File: src/rtl/aluPkg.sv
package aluPkg;

  // datapath width, fixed for the whole design
  localparam int WORD_W = 32;

  typedef logic [WORD_W-1:0] aluWordT;  // operand or result word
  typedef logic [2:0]        aluOpT;    // command opcode
  typedef logic [1:0]        aluSelT;   // slice output select

  // opcode encodings
  localparam aluOpT OP_ADD  = 3'd0;
  localparam aluOpT OP_SUB  = 3'd1;
  localparam aluOpT OP_XOR  = 3'd2;
  localparam aluOpT OP_SLT  = 3'd3;
  localparam aluOpT OP_AND  = 3'd4;
  localparam aluOpT OP_NAND = 3'd5;
  localparam aluOpT OP_NOR  = 3'd6;
  localparam aluOpT OP_OR   = 3'd7;

  // slice output mux positions
  localparam aluSelT SEL_SUM  = 2'd0;
  localparam aluSelT SEL_XOR  = 2'd1;
  localparam aluSelT SEL_NAND = 2'd2;
  localparam aluSelT SEL_NOR  = 2'd3;

  // slice and core controls
  typedef struct packed {
    aluSelT sel;      // which slice result goes out
    logic   invertB;  // flips b, doubles as carry-in of bit 0
    logic   arith;    // carry/overflow are meaningful
    logic   slt;      // replace result by less-than bit
  } aluCtrlT;

  typedef struct packed {
    logic carry;
    logic zero;
    logic overflow;
  } aluFlagsT;

  // control word of a plain add, also the state after reset
  localparam aluCtrlT CTRL_ADD = '{
    sel:     SEL_SUM,
    invertB: 1'b0,
    arith:   1'b1,
    slt:     1'b0
  };

endpackage

File: src/rtl/aluOpDecode.sv
`timescale 1ns/1ps

module aluOpDecode (
  input  aluPkg::aluOpT   op,
  output aluPkg::aluCtrlT ctrl
);

  always_comb begin
    ctrl = aluPkg::CTRL_ADD;
    case (op)
      aluPkg::OP_ADD: begin
        ctrl = aluPkg::CTRL_ADD;
      end
      aluPkg::OP_SUB: begin  // a + ~b + 1
        ctrl = '{sel: aluPkg::SEL_SUM, invertB: 1'b1, arith: 1'b1, slt: 1'b0};
      end
      aluPkg::OP_SLT: begin
        // same subtract as SUB, the core picks the sign afterwards
        ctrl = '{sel: aluPkg::SEL_SUM, invertB: 1'b1, arith: 1'b1, slt: 1'b1};
      end
      aluPkg::OP_XOR: begin
        ctrl = '{sel: aluPkg::SEL_XOR, invertB: 1'b0, arith: 1'b0, slt: 1'b0};
      end
      aluPkg::OP_NAND: begin
        ctrl = '{sel: aluPkg::SEL_NAND, invertB: 1'b0, arith: 1'b0, slt: 1'b0};
      end
      aluPkg::OP_AND: begin  // nand output flipped
        ctrl = '{sel: aluPkg::SEL_NAND, invertB: 1'b1, arith: 1'b0, slt: 1'b0};
      end
      aluPkg::OP_NOR: begin
        ctrl = '{sel: aluPkg::SEL_NOR, invertB: 1'b0, arith: 1'b0, slt: 1'b0};
      end
      aluPkg::OP_OR: begin  // nor output flipped
        ctrl = '{sel: aluPkg::SEL_NOR, invertB: 1'b1, arith: 1'b0, slt: 1'b0};
      end
      default: begin
        ctrl = aluPkg::CTRL_ADD;
      end
    endcase
  end

endmodule

File: src/rtl/aluBitSlice.sv
`timescale 1ns/1ps

module aluBitSlice (
  input  logic           a,
  input  logic           b,
  input  logic           invertB,
  input  logic           cin,
  input  aluPkg::aluSelT sel,
  output logic           out,
  output logic           cout
);

  logic bEff;
  logic sumBit;
  logic xorBit;
  logic nandBit;
  logic norBit;

  assign bEff = b ^ invertB;  // subtract path

  // full adder
  assign sumBit = a ^ bEff ^ cin;
  assign cout   = (a & bEff) | (cin & (a ^ bEff));

  // logic unit, inversion turns nand into and, nor into or
  assign xorBit  = a ^ b;
  assign nandBit = ~(a & b) ^ invertB;
  assign norBit  = ~(a | b) ^ invertB;

  always_comb begin
    case (sel)
      aluPkg::SEL_SUM: begin
        out = sumBit;
      end
      aluPkg::SEL_XOR: begin
        out = xorBit;
      end
      aluPkg::SEL_NAND: begin
        out = nandBit;
      end
      default: begin
        out = norBit;
      end
    endcase
  end

endmodule

File: src/rtl/aluCore.sv
`timescale 1ns/1ps

module aluCore (
  input  logic             clk,
  input  logic             rstN,
  input  logic             go,
  input  aluPkg::aluWordT  operandA,
  input  aluPkg::aluWordT  operandB,
  input  aluPkg::aluCtrlT  ctrl,
  output aluPkg::aluWordT  result,
  output aluPkg::aluFlagsT flags,
  output logic             done
);

  localparam int MSB = aluPkg::WORD_W - 1;

  // carryChain[i] is the carry into bit i, top entry is the carry out
  logic [aluPkg::WORD_W:0] carryChain;
  aluPkg::aluWordT         sliceOut;
  aluPkg::aluWordT         finalResult;
  aluPkg::aluFlagsT        nextFlags;
  logic                    carryOut;
  logic                    overflowRaw;
  logic                    lessThan;

  assign carryChain[0] = ctrl.invertB;  // +1 when subtracting

  genvar i;
  generate
    for (i = 0; i < aluPkg::WORD_W; i = i + 1) begin : gSlice
      aluBitSlice i_aluBitSlice (
        .a       (operandA[i]),
        .b       (operandB[i]),
        .invertB (ctrl.invertB),
        .cin     (carryChain[i]),
        .sel     (ctrl.sel),
        .out     (sliceOut[i]),
        .cout    (carryChain[i+1])
      );
    end
  endgenerate

  assign carryOut    = carryChain[aluPkg::WORD_W];
  assign overflowRaw = carryChain[MSB] ^ carryOut;  // carry in vs out of sign bit

  // signed compare: sign of a-b, corrected when the subtract overflowed
  assign lessThan = sliceOut[MSB] ^ overflowRaw;

  always_comb begin
    if (ctrl.slt) begin
      finalResult = {{(aluPkg::WORD_W-1){1'b0}}, lessThan};
    end else begin
      finalResult = sliceOut;
    end
  end

  always_comb begin
    nextFlags.carry    = carryOut & ctrl.arith;     // cleared for logic ops
    nextFlags.overflow = overflowRaw & ctrl.arith;
    nextFlags.zero     = ~|finalResult;             // after slt replacement
  end

  // one-stage result register, loads only on go
  always_ff @(posedge clk or negedge rstN) begin
    if (!rstN) begin
      result <= '0;
      flags  <= '0;
      done   <= 1'b0;
    end else begin
      done <= go;  // single-cycle pulse per go
      if (go) begin
        result <= finalResult;
        flags  <= nextFlags;
      end
    end
  end

endmodule

File: src/rtl/aluCmdReg.sv
`timescale 1ns/1ps

module aluCmdReg (
  input  logic            clk,
  input  logic            rstN,
  input  logic            cmdWe,
  input  aluPkg::aluOpT   cmd,
  output aluPkg::aluCtrlT ctrl
);

  aluPkg::aluOpT   opReg;
  aluPkg::aluOpT   nextOp;
  aluPkg::aluCtrlT nextCtrl;

  // opcode seen after the coming edge
  assign nextOp = cmdWe ? cmd : opReg;

  aluOpDecode i_aluOpDecode (
    .op   (nextOp),
    .ctrl (nextCtrl)
  );

  always_ff @(posedge clk or negedge rstN) begin
    if (!rstN) begin
      opReg <= aluPkg::OP_ADD;
    end else if (cmdWe) begin
      opReg <= cmd;
    end
  end

  // decoded word from a flop, so the slices see no decode glitches
  always_ff @(posedge clk or negedge rstN) begin
    if (!rstN) begin
      ctrl <= aluPkg::CTRL_ADD;
    end else begin
      ctrl <= nextCtrl;  // tracks opReg every cycle
    end
  end

endmodule

File: src/rtl/aluUnit.sv
`timescale 1ns/1ps

module aluUnit (
  input  logic             clk,
  input  logic             rstN,
  input  logic             cmdWe,
  input  aluPkg::aluOpT    cmd,
  input  logic             go,
  input  aluPkg::aluWordT  operandA,
  input  aluPkg::aluWordT  operandB,
  output aluPkg::aluWordT  result,
  output aluPkg::aluFlagsT flags,
  output logic             done
);

  aluPkg::aluCtrlT ctrl;  // registered controls into the datapath

  // configuration side
  aluCmdReg i_aluCmdReg (
    .clk   (clk),
    .rstN  (rstN),
    .cmdWe (cmdWe),
    .cmd   (cmd),
    .ctrl  (ctrl)
  );

  // datapath and result stage
  aluCore i_aluCore (
    .clk      (clk),
    .rstN     (rstN),
    .go       (go),
    .operandA (operandA),
    .operandB (operandB),
    .ctrl     (ctrl),
    .result   (result),
    .flags    (flags),
    .done     (done)
  );

endmodule

File: config.mk
export PLATFORM = sky130hd
export DESIGN_NAME = aluUnit
export DESIGN_NICKNAME = d
export VERILOG_FILES = /design/src/rtl/aluPkg.sv /design/src/rtl/aluOpDecode.sv /design/src/rtl/aluBitSlice.sv /design/src/rtl/aluCore.sv /design/src/rtl/aluCmdReg.sv /design/src/rtl/aluUnit.sv
export SDC_FILE = /design/constraint.sdc
export NUM_CORES = 1
export LEC_CHECK = 0
export BUFFER_PORTS_ARGS = -buffer_cell sky130_fd_sc_hd__buf_2
export CAP_MARGIN = 25
export CORE_UTILIZATION = 50
export DETAILED_ROUTE_END_ITERATION = 16
export GPL_TIMING_DRIVEN = 0
export PLACE_DENSITY = 0.69
export SYNTH_ARGS = -nofsm -noshare
export SYNTH_HDL_FRONTEND = slang
export SYNTH_SLANG_ARGS = --single-unit
File: constraint.sdc
create_clock -name clk -period 18 [get_ports clk]
set_input_delay 3.6 -clock clk [delete_from_list [all_inputs] [get_ports clk]]
set_output_delay 3.6 -clock clk [all_outputs]
set_load 0.01 [all_outputs]
Word level (Yosys, flattened, before mapping)
Memories as Yosys holds them, arrays and structs flattened. A register that Yosys moved wholly into a read port is not among the register bits.
Index checks and enable logic that the tools add are counted.
Word-level totals
  flip-flop bits (word level): 39
  bits in read-only memories: 40
  input port bits: 71
  output and inout port bits: 36
  word-level logic and storage cells: 467
  memories: 1
Memories
  (name not given): words 8, width 5, read ports 1, clocked after Yosys merged registers in 1, wr ports 0, RTL line aluOpDecode.sv:10  | case (op)
Cells by class
  equal/unequal tests: 2
  multiplexer cells: 34
  bitwise logic cells: 420
  reductions and logical operators: 4
Operator list (number)
  $xor A1 B1 Y1: 194
  $and A1 B1 Y1: 98
  $pmux W1 S3: 32
  $not A1 Y1: 64
  $or A1 B1 Y1: 64
  $mux W32: 1
  $reduce_or A32 Y1: 1
  $mux W3: 1
  $eq A2 B1 Y1 const B: 1
  $eq A2 B2 Y1 const B: 1
  $logic_not A1 Y1: 2
  $logic_not A2 Y1: 1

Logic depth before layout (Yosys ltp)
  word-level depth: 71
  depth in mapped cells: 46
  depth with buffers taken out: 42

Modules after synthesis
A second synthesis with hierarchy kept.
Unflattened totals
  cell total of the unflattened synthesis: 598
  area, all modules: 5307.6 um^2
By module, submodules not included
  aluBitSlice at i_aluCore.gSlice[0].i_aluBitSlice ...: instances 17, cells an instance 13, area each 107.6 um^2, seq. area each 0.0 um^2
  aluCore: instances 1, cells an instance 163, area each 1595.3 um^2, seq. area each 900.9 um^2
  aluBitSlice at i_aluCore.gSlice[1].i_aluBitSlice ...: instances 15, cells an instance 13, area each 105.1 um^2, seq. area each 0.0 um^2
  aluCmdReg: instances 1, cells an instance 11, area each 235.2 um^2, seq. area each 201.4 um^2
  aluOpDecode: instances 1, cells an instance 8, area each 71.3 um^2, seq. area each 0.0 um^2

Worst setup path before layout
Ideal clock, no wire load.
  path kind: in2reg
  start: input operandB[0]
  end: register, netlist name i_aluCore.flags[1]
  library setup time: 95 ps
  arrival: 16768 ps
  required time: 17905 ps
  path slack: 1137 ps
  stages: 42
  path buffers: 0
  cell sequence: mux2_2 fa_1 fa_1 fa_1 fa_1 fa_1 fa_1 fa_1 fa_1 fa_1 fa_1 fa_1 fa_1 fa_1 fa_1 fa_1 fa_1 fa_1 (+6 left out) inv_1 fa_1 fa_1 fa_1 fa_1 fa_1 fa_1 fa_1 inv_1 fa_1 inv_1 fa_1 and2b_1 a211oi_1 o311a_1 a211oi_1 or4_1 o32ai_2
Between the ends
  longest elaborated chain between the ends: 71
  elaborated cells between the ends (all ways): 143
  classes of those cells: mux: 33; bitwise: 108; reduce/logical: 2
Ends and longest elaborated chain
  from (decl): RTL line aluUnit.sv:10  | input aluPkg::aluWordT operandB,
  $xor A1 B1 Y1: RTL line aluBitSlice.sv:19  | assign bEff = b ^ invertB;
  $xor A1 B1 Y1: RTL line aluBitSlice.sv:22, aluBitSlice.sv:23
  $and A1 B1 Y1: RTL line aluBitSlice.sv:23  | assign cout = (a & bEff) | (cin & (a ^ bEff));
  $or A1 B1 Y1: RTL line aluBitSlice.sv:23
  $and A1 B1 Y1: RTL line aluBitSlice.sv:23
  $or A1 B1 Y1: RTL line aluBitSlice.sv:23
  $and A1 B1 Y1: RTL line aluBitSlice.sv:23
  $or A1 B1 Y1: RTL line aluBitSlice.sv:23
  (+55 left out)
  $or A1 B1 Y1: RTL line aluBitSlice.sv:23
  $and A1 B1 Y1: RTL line aluBitSlice.sv:23
  $or A1 B1 Y1: RTL line aluBitSlice.sv:23
  $xor A1 B1 Y1: RTL line aluCore.sv:44  | assign overflowRaw = carryChain[MSB] ^ carryOut;
  $xor A1 B1 Y1: RTL line aluCore.sv:47  | assign lessThan = sliceOut[MSB] ^ overflowRaw;
  $mux W32 *: RTL line aluCore.sv:50  | if (ctrl.slt) begin
  $reduce_or A32 Y1 *: RTL line aluCore.sv:60  | nextFlags.zero = ~|finalResult;
  $logic_not A1 Y1 *: RTL line aluCore.sv:60
Every way passes the cells marked *; elsewhere a longest branch is shown, timed or not.
A chain may end at the register's enable or synchronous reset.

Final worst setup path
  start: input operandB[0]
  end: register, netlist name i_aluCore.flags[1]
Between the ends
  longest elaborated chain between the ends: 71
  elaborated cells between the ends (all ways): 143
  classes of those cells: mux: 33; bitwise: 108; reduce/logical: 2
Ends and longest elaborated chain (RTL line)
  $xor A1 B1 Y1: aluBitSlice.sv:19
  $xor A1 B1 Y1: aluBitSlice.sv:22, aluBitSlice.sv:23
  $and A1 B1 Y1: aluBitSlice.sv:23
  $or A1 B1 Y1: aluBitSlice.sv:23
  $and A1 B1 Y1: aluBitSlice.sv:23
  $or A1 B1 Y1: aluBitSlice.sv:23
  $and A1 B1 Y1: aluBitSlice.sv:23
  $or A1 B1 Y1: aluBitSlice.sv:23
  (+55 left out)
  $or A1 B1 Y1: aluBitSlice.sv:23
  $and A1 B1 Y1: aluBitSlice.sv:23
  $or A1 B1 Y1: aluBitSlice.sv:23
  $xor A1 B1 Y1: aluCore.sv:44
  $xor A1 B1 Y1: aluCore.sv:47
  $mux W32 *: aluCore.sv:50
  $reduce_or A32 Y1 *: aluCore.sv:60
  $logic_not A1 Y1 *: aluCore.sv:60
Marks and branches as above.

==> out/qor.yml <==
run_status:
  status: "completed"
placed_design:
  hpwl_um: 13400
  place.gp.congestion: 0.973
  dpl_worst_slack_ns: -0.650
  placedCellCount: 852
  io_buffers: 106
pwr:
  p_int_uw: 292
  power.total_uw: 549
  p_seq_share_pct: 24.4
  p_sw_uw: 257
  pwr-share-comb_pct: 64.2
  swShare_pct: 46.8
  clkPwrFrac_pct: 11.4
  power_density_nw_per_um2: 88.5
  p_leak_uw: 0.00308
  ir_drop_mv: 0.0707
setup_path:
  arrival_ns: 17.97
  cp-end-kind: "flip-flop"
  critical-path-slowest-cell: "or4_1"
  required_ns: 18.21
  cp_top_family: "adder cells"
  path_class: "input pin to flip-flop"
  startpoint_type: "input pin"
  crit_buf_inv: 5
  cpPeakStageDelay_ns: 0.56
  path_max_fanout: 4
  worst_path_most_repeated_cell: "fa_1"
clock_network:
  cts_tree: "yes"
  clk_pin_slew_ns: 0.09
  htreeDepth: 2
  cts.sinks: 43
  cts_buffer_depth: 2
  cts-root-buf: "clkbuf_8"
  clk_latency_ns: 0.29
  numCtsBuffers: 5
  post_cts_buffers: 0
min_path:
  hold_path.class: "flip-flop to flip-flop"
floorplan:
  start_util_pct: 52.0
  pin_count: 107
  dieWidth_um: 106
  rows: 37
  core_region_area_um2: 10400
  die_h_um: 106
  dieArea_um2: 11200
timing:
  hold_violations: 0
  fin_ws_ns: 0.237
  skew_ns: 0.00727
  rsz0062_at_grt: "no"
  fmax_ghz: 0.0563
  finalMaxSlewViolations: 0
  tightest_slew_ns: 0.949
  finalSetupViolations: 0
  fin_crit_ns: 17.76
  slew_headroom_pct: 36.7
  period_share_pct: 98.7
synth:
  yosysUniqueCellTypes: 57
  postSynthAreaPerCell_um2: 8.83
  yosys-top-cells-area: "dfrtp_1 20%, ha_1 15%, fa_1 12%"
  seq_area_frac_synth_pct: 20.0
  syn_inst: 610
  netlist_top_cells_count: "75 x inv_1, 66 x ha_1, 42 x dfrtp_1, 39 x nor2_1, 38 x a21oi_1"
  synth_top_area_share_pct: 19.5
  syn-cell-area_um2: 5390
  synthFlopType: "dfrtp_1"
  synth_edf_count: 0
  yosysMostFrequentCell: "inv_1"
  synthArstFlopShare_pct: 100
  ys_ff_latch: 43
  yosysWarnings: 0
  yosys.area.top_type: "dfrtp_1"
  synth_nets: 778
global_routing:
  overflow: 0
  grt_start_max_net_pins: 44
  track_usage_pct: 30.9
  grt_pass1_wl_um: 26600
  first_global_vias: 4944
  antenna_found_initial: 0
detailed_routing:
  drtAntennaViolNets: 0
  wl_per_cell_um: 19.5
  drcViolationCount: 0
  vias: 4897
  routed_via_density: 5.69
  routed_wl_um: 16800
  dr.pass1.iters: 5
  drtIter0Drc: 521
finish:
  multiInputGateArea_um2: 3890
  layout.nets: 891
  n_fill_cell: 952
  final_cells: 860
  antennaDiodeCount: 0
  drive_gt1_share_pct: 20.9
  syn_to_final_growth_pct: 15.1
  seq_area_um2: 1080
job:
  drv_cap: 0
worst paths after layout:
path / start / end / slack [ns] / cells after the start
max: operandB[0] / i_aluCore.flags[1] / 0.24 / 43
min: i_aluCore.result[6] / i_aluCore.result[6] / 0.48 / 1
max reg2reg: i_aluCmdReg.ctrl[2] / i_aluCore.flags[1] / 1.52 / 46
min reg2reg: i_aluCore.result[6] / i_aluCore.result[6] / 0.48 / 1
max in group asynchronous: rstN / i_aluCore.result[2] / 13.98 / 1
min in group asynchronous: rstN / i_aluCmdReg.opReg[0] / 3.44 / 1
state kept, by name (all words and copies together) (netlist names):
| signal | count |
|---|---|
| i_aluCmdReg.ctrl | 5 |
| i_aluCore.flags | 3 |
| i_aluCmdReg.opReg | 2 |
| i_aluCore.done | 1 |
| i_aluCore.result | 32 |
cell families after synthesis:
family | count (synthesis) | share of synthesized area (%)
xor gates and xnor gates | 53 | 8.61
DFF | 43 | 20.0
adders and majority gates | 97 | 26.8
muxes | 29 | 5.53
AOI/OAI and AO/OA | 126 | 15.7
buffers and inverters | 111 | 8.29
and+or+nand+nor | 151 | 15.0
metrics by stage:
stage | instance area [µm²] | util [%] | hold slack, ns | setup TNS [ns]
global route | 6200 | 59.8 | 0.498 | 0
global placement | 6090 | 58.7 | 0.462 | -0.588
floorplan | 5390 | - | 0.480 | 0
detailed placement | 6090 | 58.7 | 0.464 | -0.838
finish | 6200 | 59.8 | 0.482 | 0
CTS | 6190 | 59.7 | 0.489 | 0
worst register-to-register path: cells and delay by family (launching register included):
kind | cells | cell delay, ns
flip-flops | 1 | 0.34
XOR/XNOR | 1 | 0.20
AND/OR/NAND/NOR | 2 | 0.75
buffers and inverters | 8 | 2.26
AO/OA/AOI/OAI | 4 | 0.75
adder cells (fa/ha/maj) | 31 | 12.11
power groups by stage:
stage	clock [µW]	sequential (µW)	combinational [µW]
final	62.6	134	353
after global routing	67.7	137	383
after CTS	64.6	134	346
after detailed placement	0	135	340
after global placement	0	135	335
after floorplan	0	145	206
layout make-up:
| type | count | share of cell area, % |
|---|---|---|
| well taps | 136 | 2.74 |
| clock buffers | 5 | 1.11 |
| flip-flops and latches | 43 | 17.4 |
| inverters | 76 | 4.60 |
| multi-input cells | 456 | 62.7 |
| plain buffers | 35 | 2.60 |
| clock inverters | 3 | 0.383 |
| repair buffers | 106 | 8.55 |
metal layers:
metal | up-vias | wire (µm) | GRT usage, %
li1 | 2283 | - | -
met1 | 2380 | 7610 | 45.3
met2 | 213 | 7720 | 49.2
met3 | 21 | 1110 | 1.55
met4 | 0 | 340 | 9.52
met5 | - | 0 | 0
placed cells by master, fill, tap and decap left out, types with 6 or more instances in the layout:
cell type	n
buf_1	9
fa_1	24
nor2_1	39
and2_1	9
fa_2	7
nor2b_1	21
mux2_2	6
xnor2_1	20
o21ai_0	22
inv_1	74
o2bb2ai_1	22
buf_2	118
dfrtp_1	42
a21o_1	6
nor3_1	13
nand3_1	9
xor2_1	33
clkbuf_1	12
a211oi_1	15
nand2b_1	9
a21oi_1	38
nand2_1	17
nor4_1	7
ha_1	66
mux2i_1	23
timing repair:
action                                  in CTS  in global routing
hold buffers                                 0                  0
pin swaps                                    0                  1
endpoints found under the hold margin        0                  0
cloned                                       0                  0
resized for setup                            4                  5
endpoints found under the setup margin       1                  1
(Power assumes the default switching activity.)
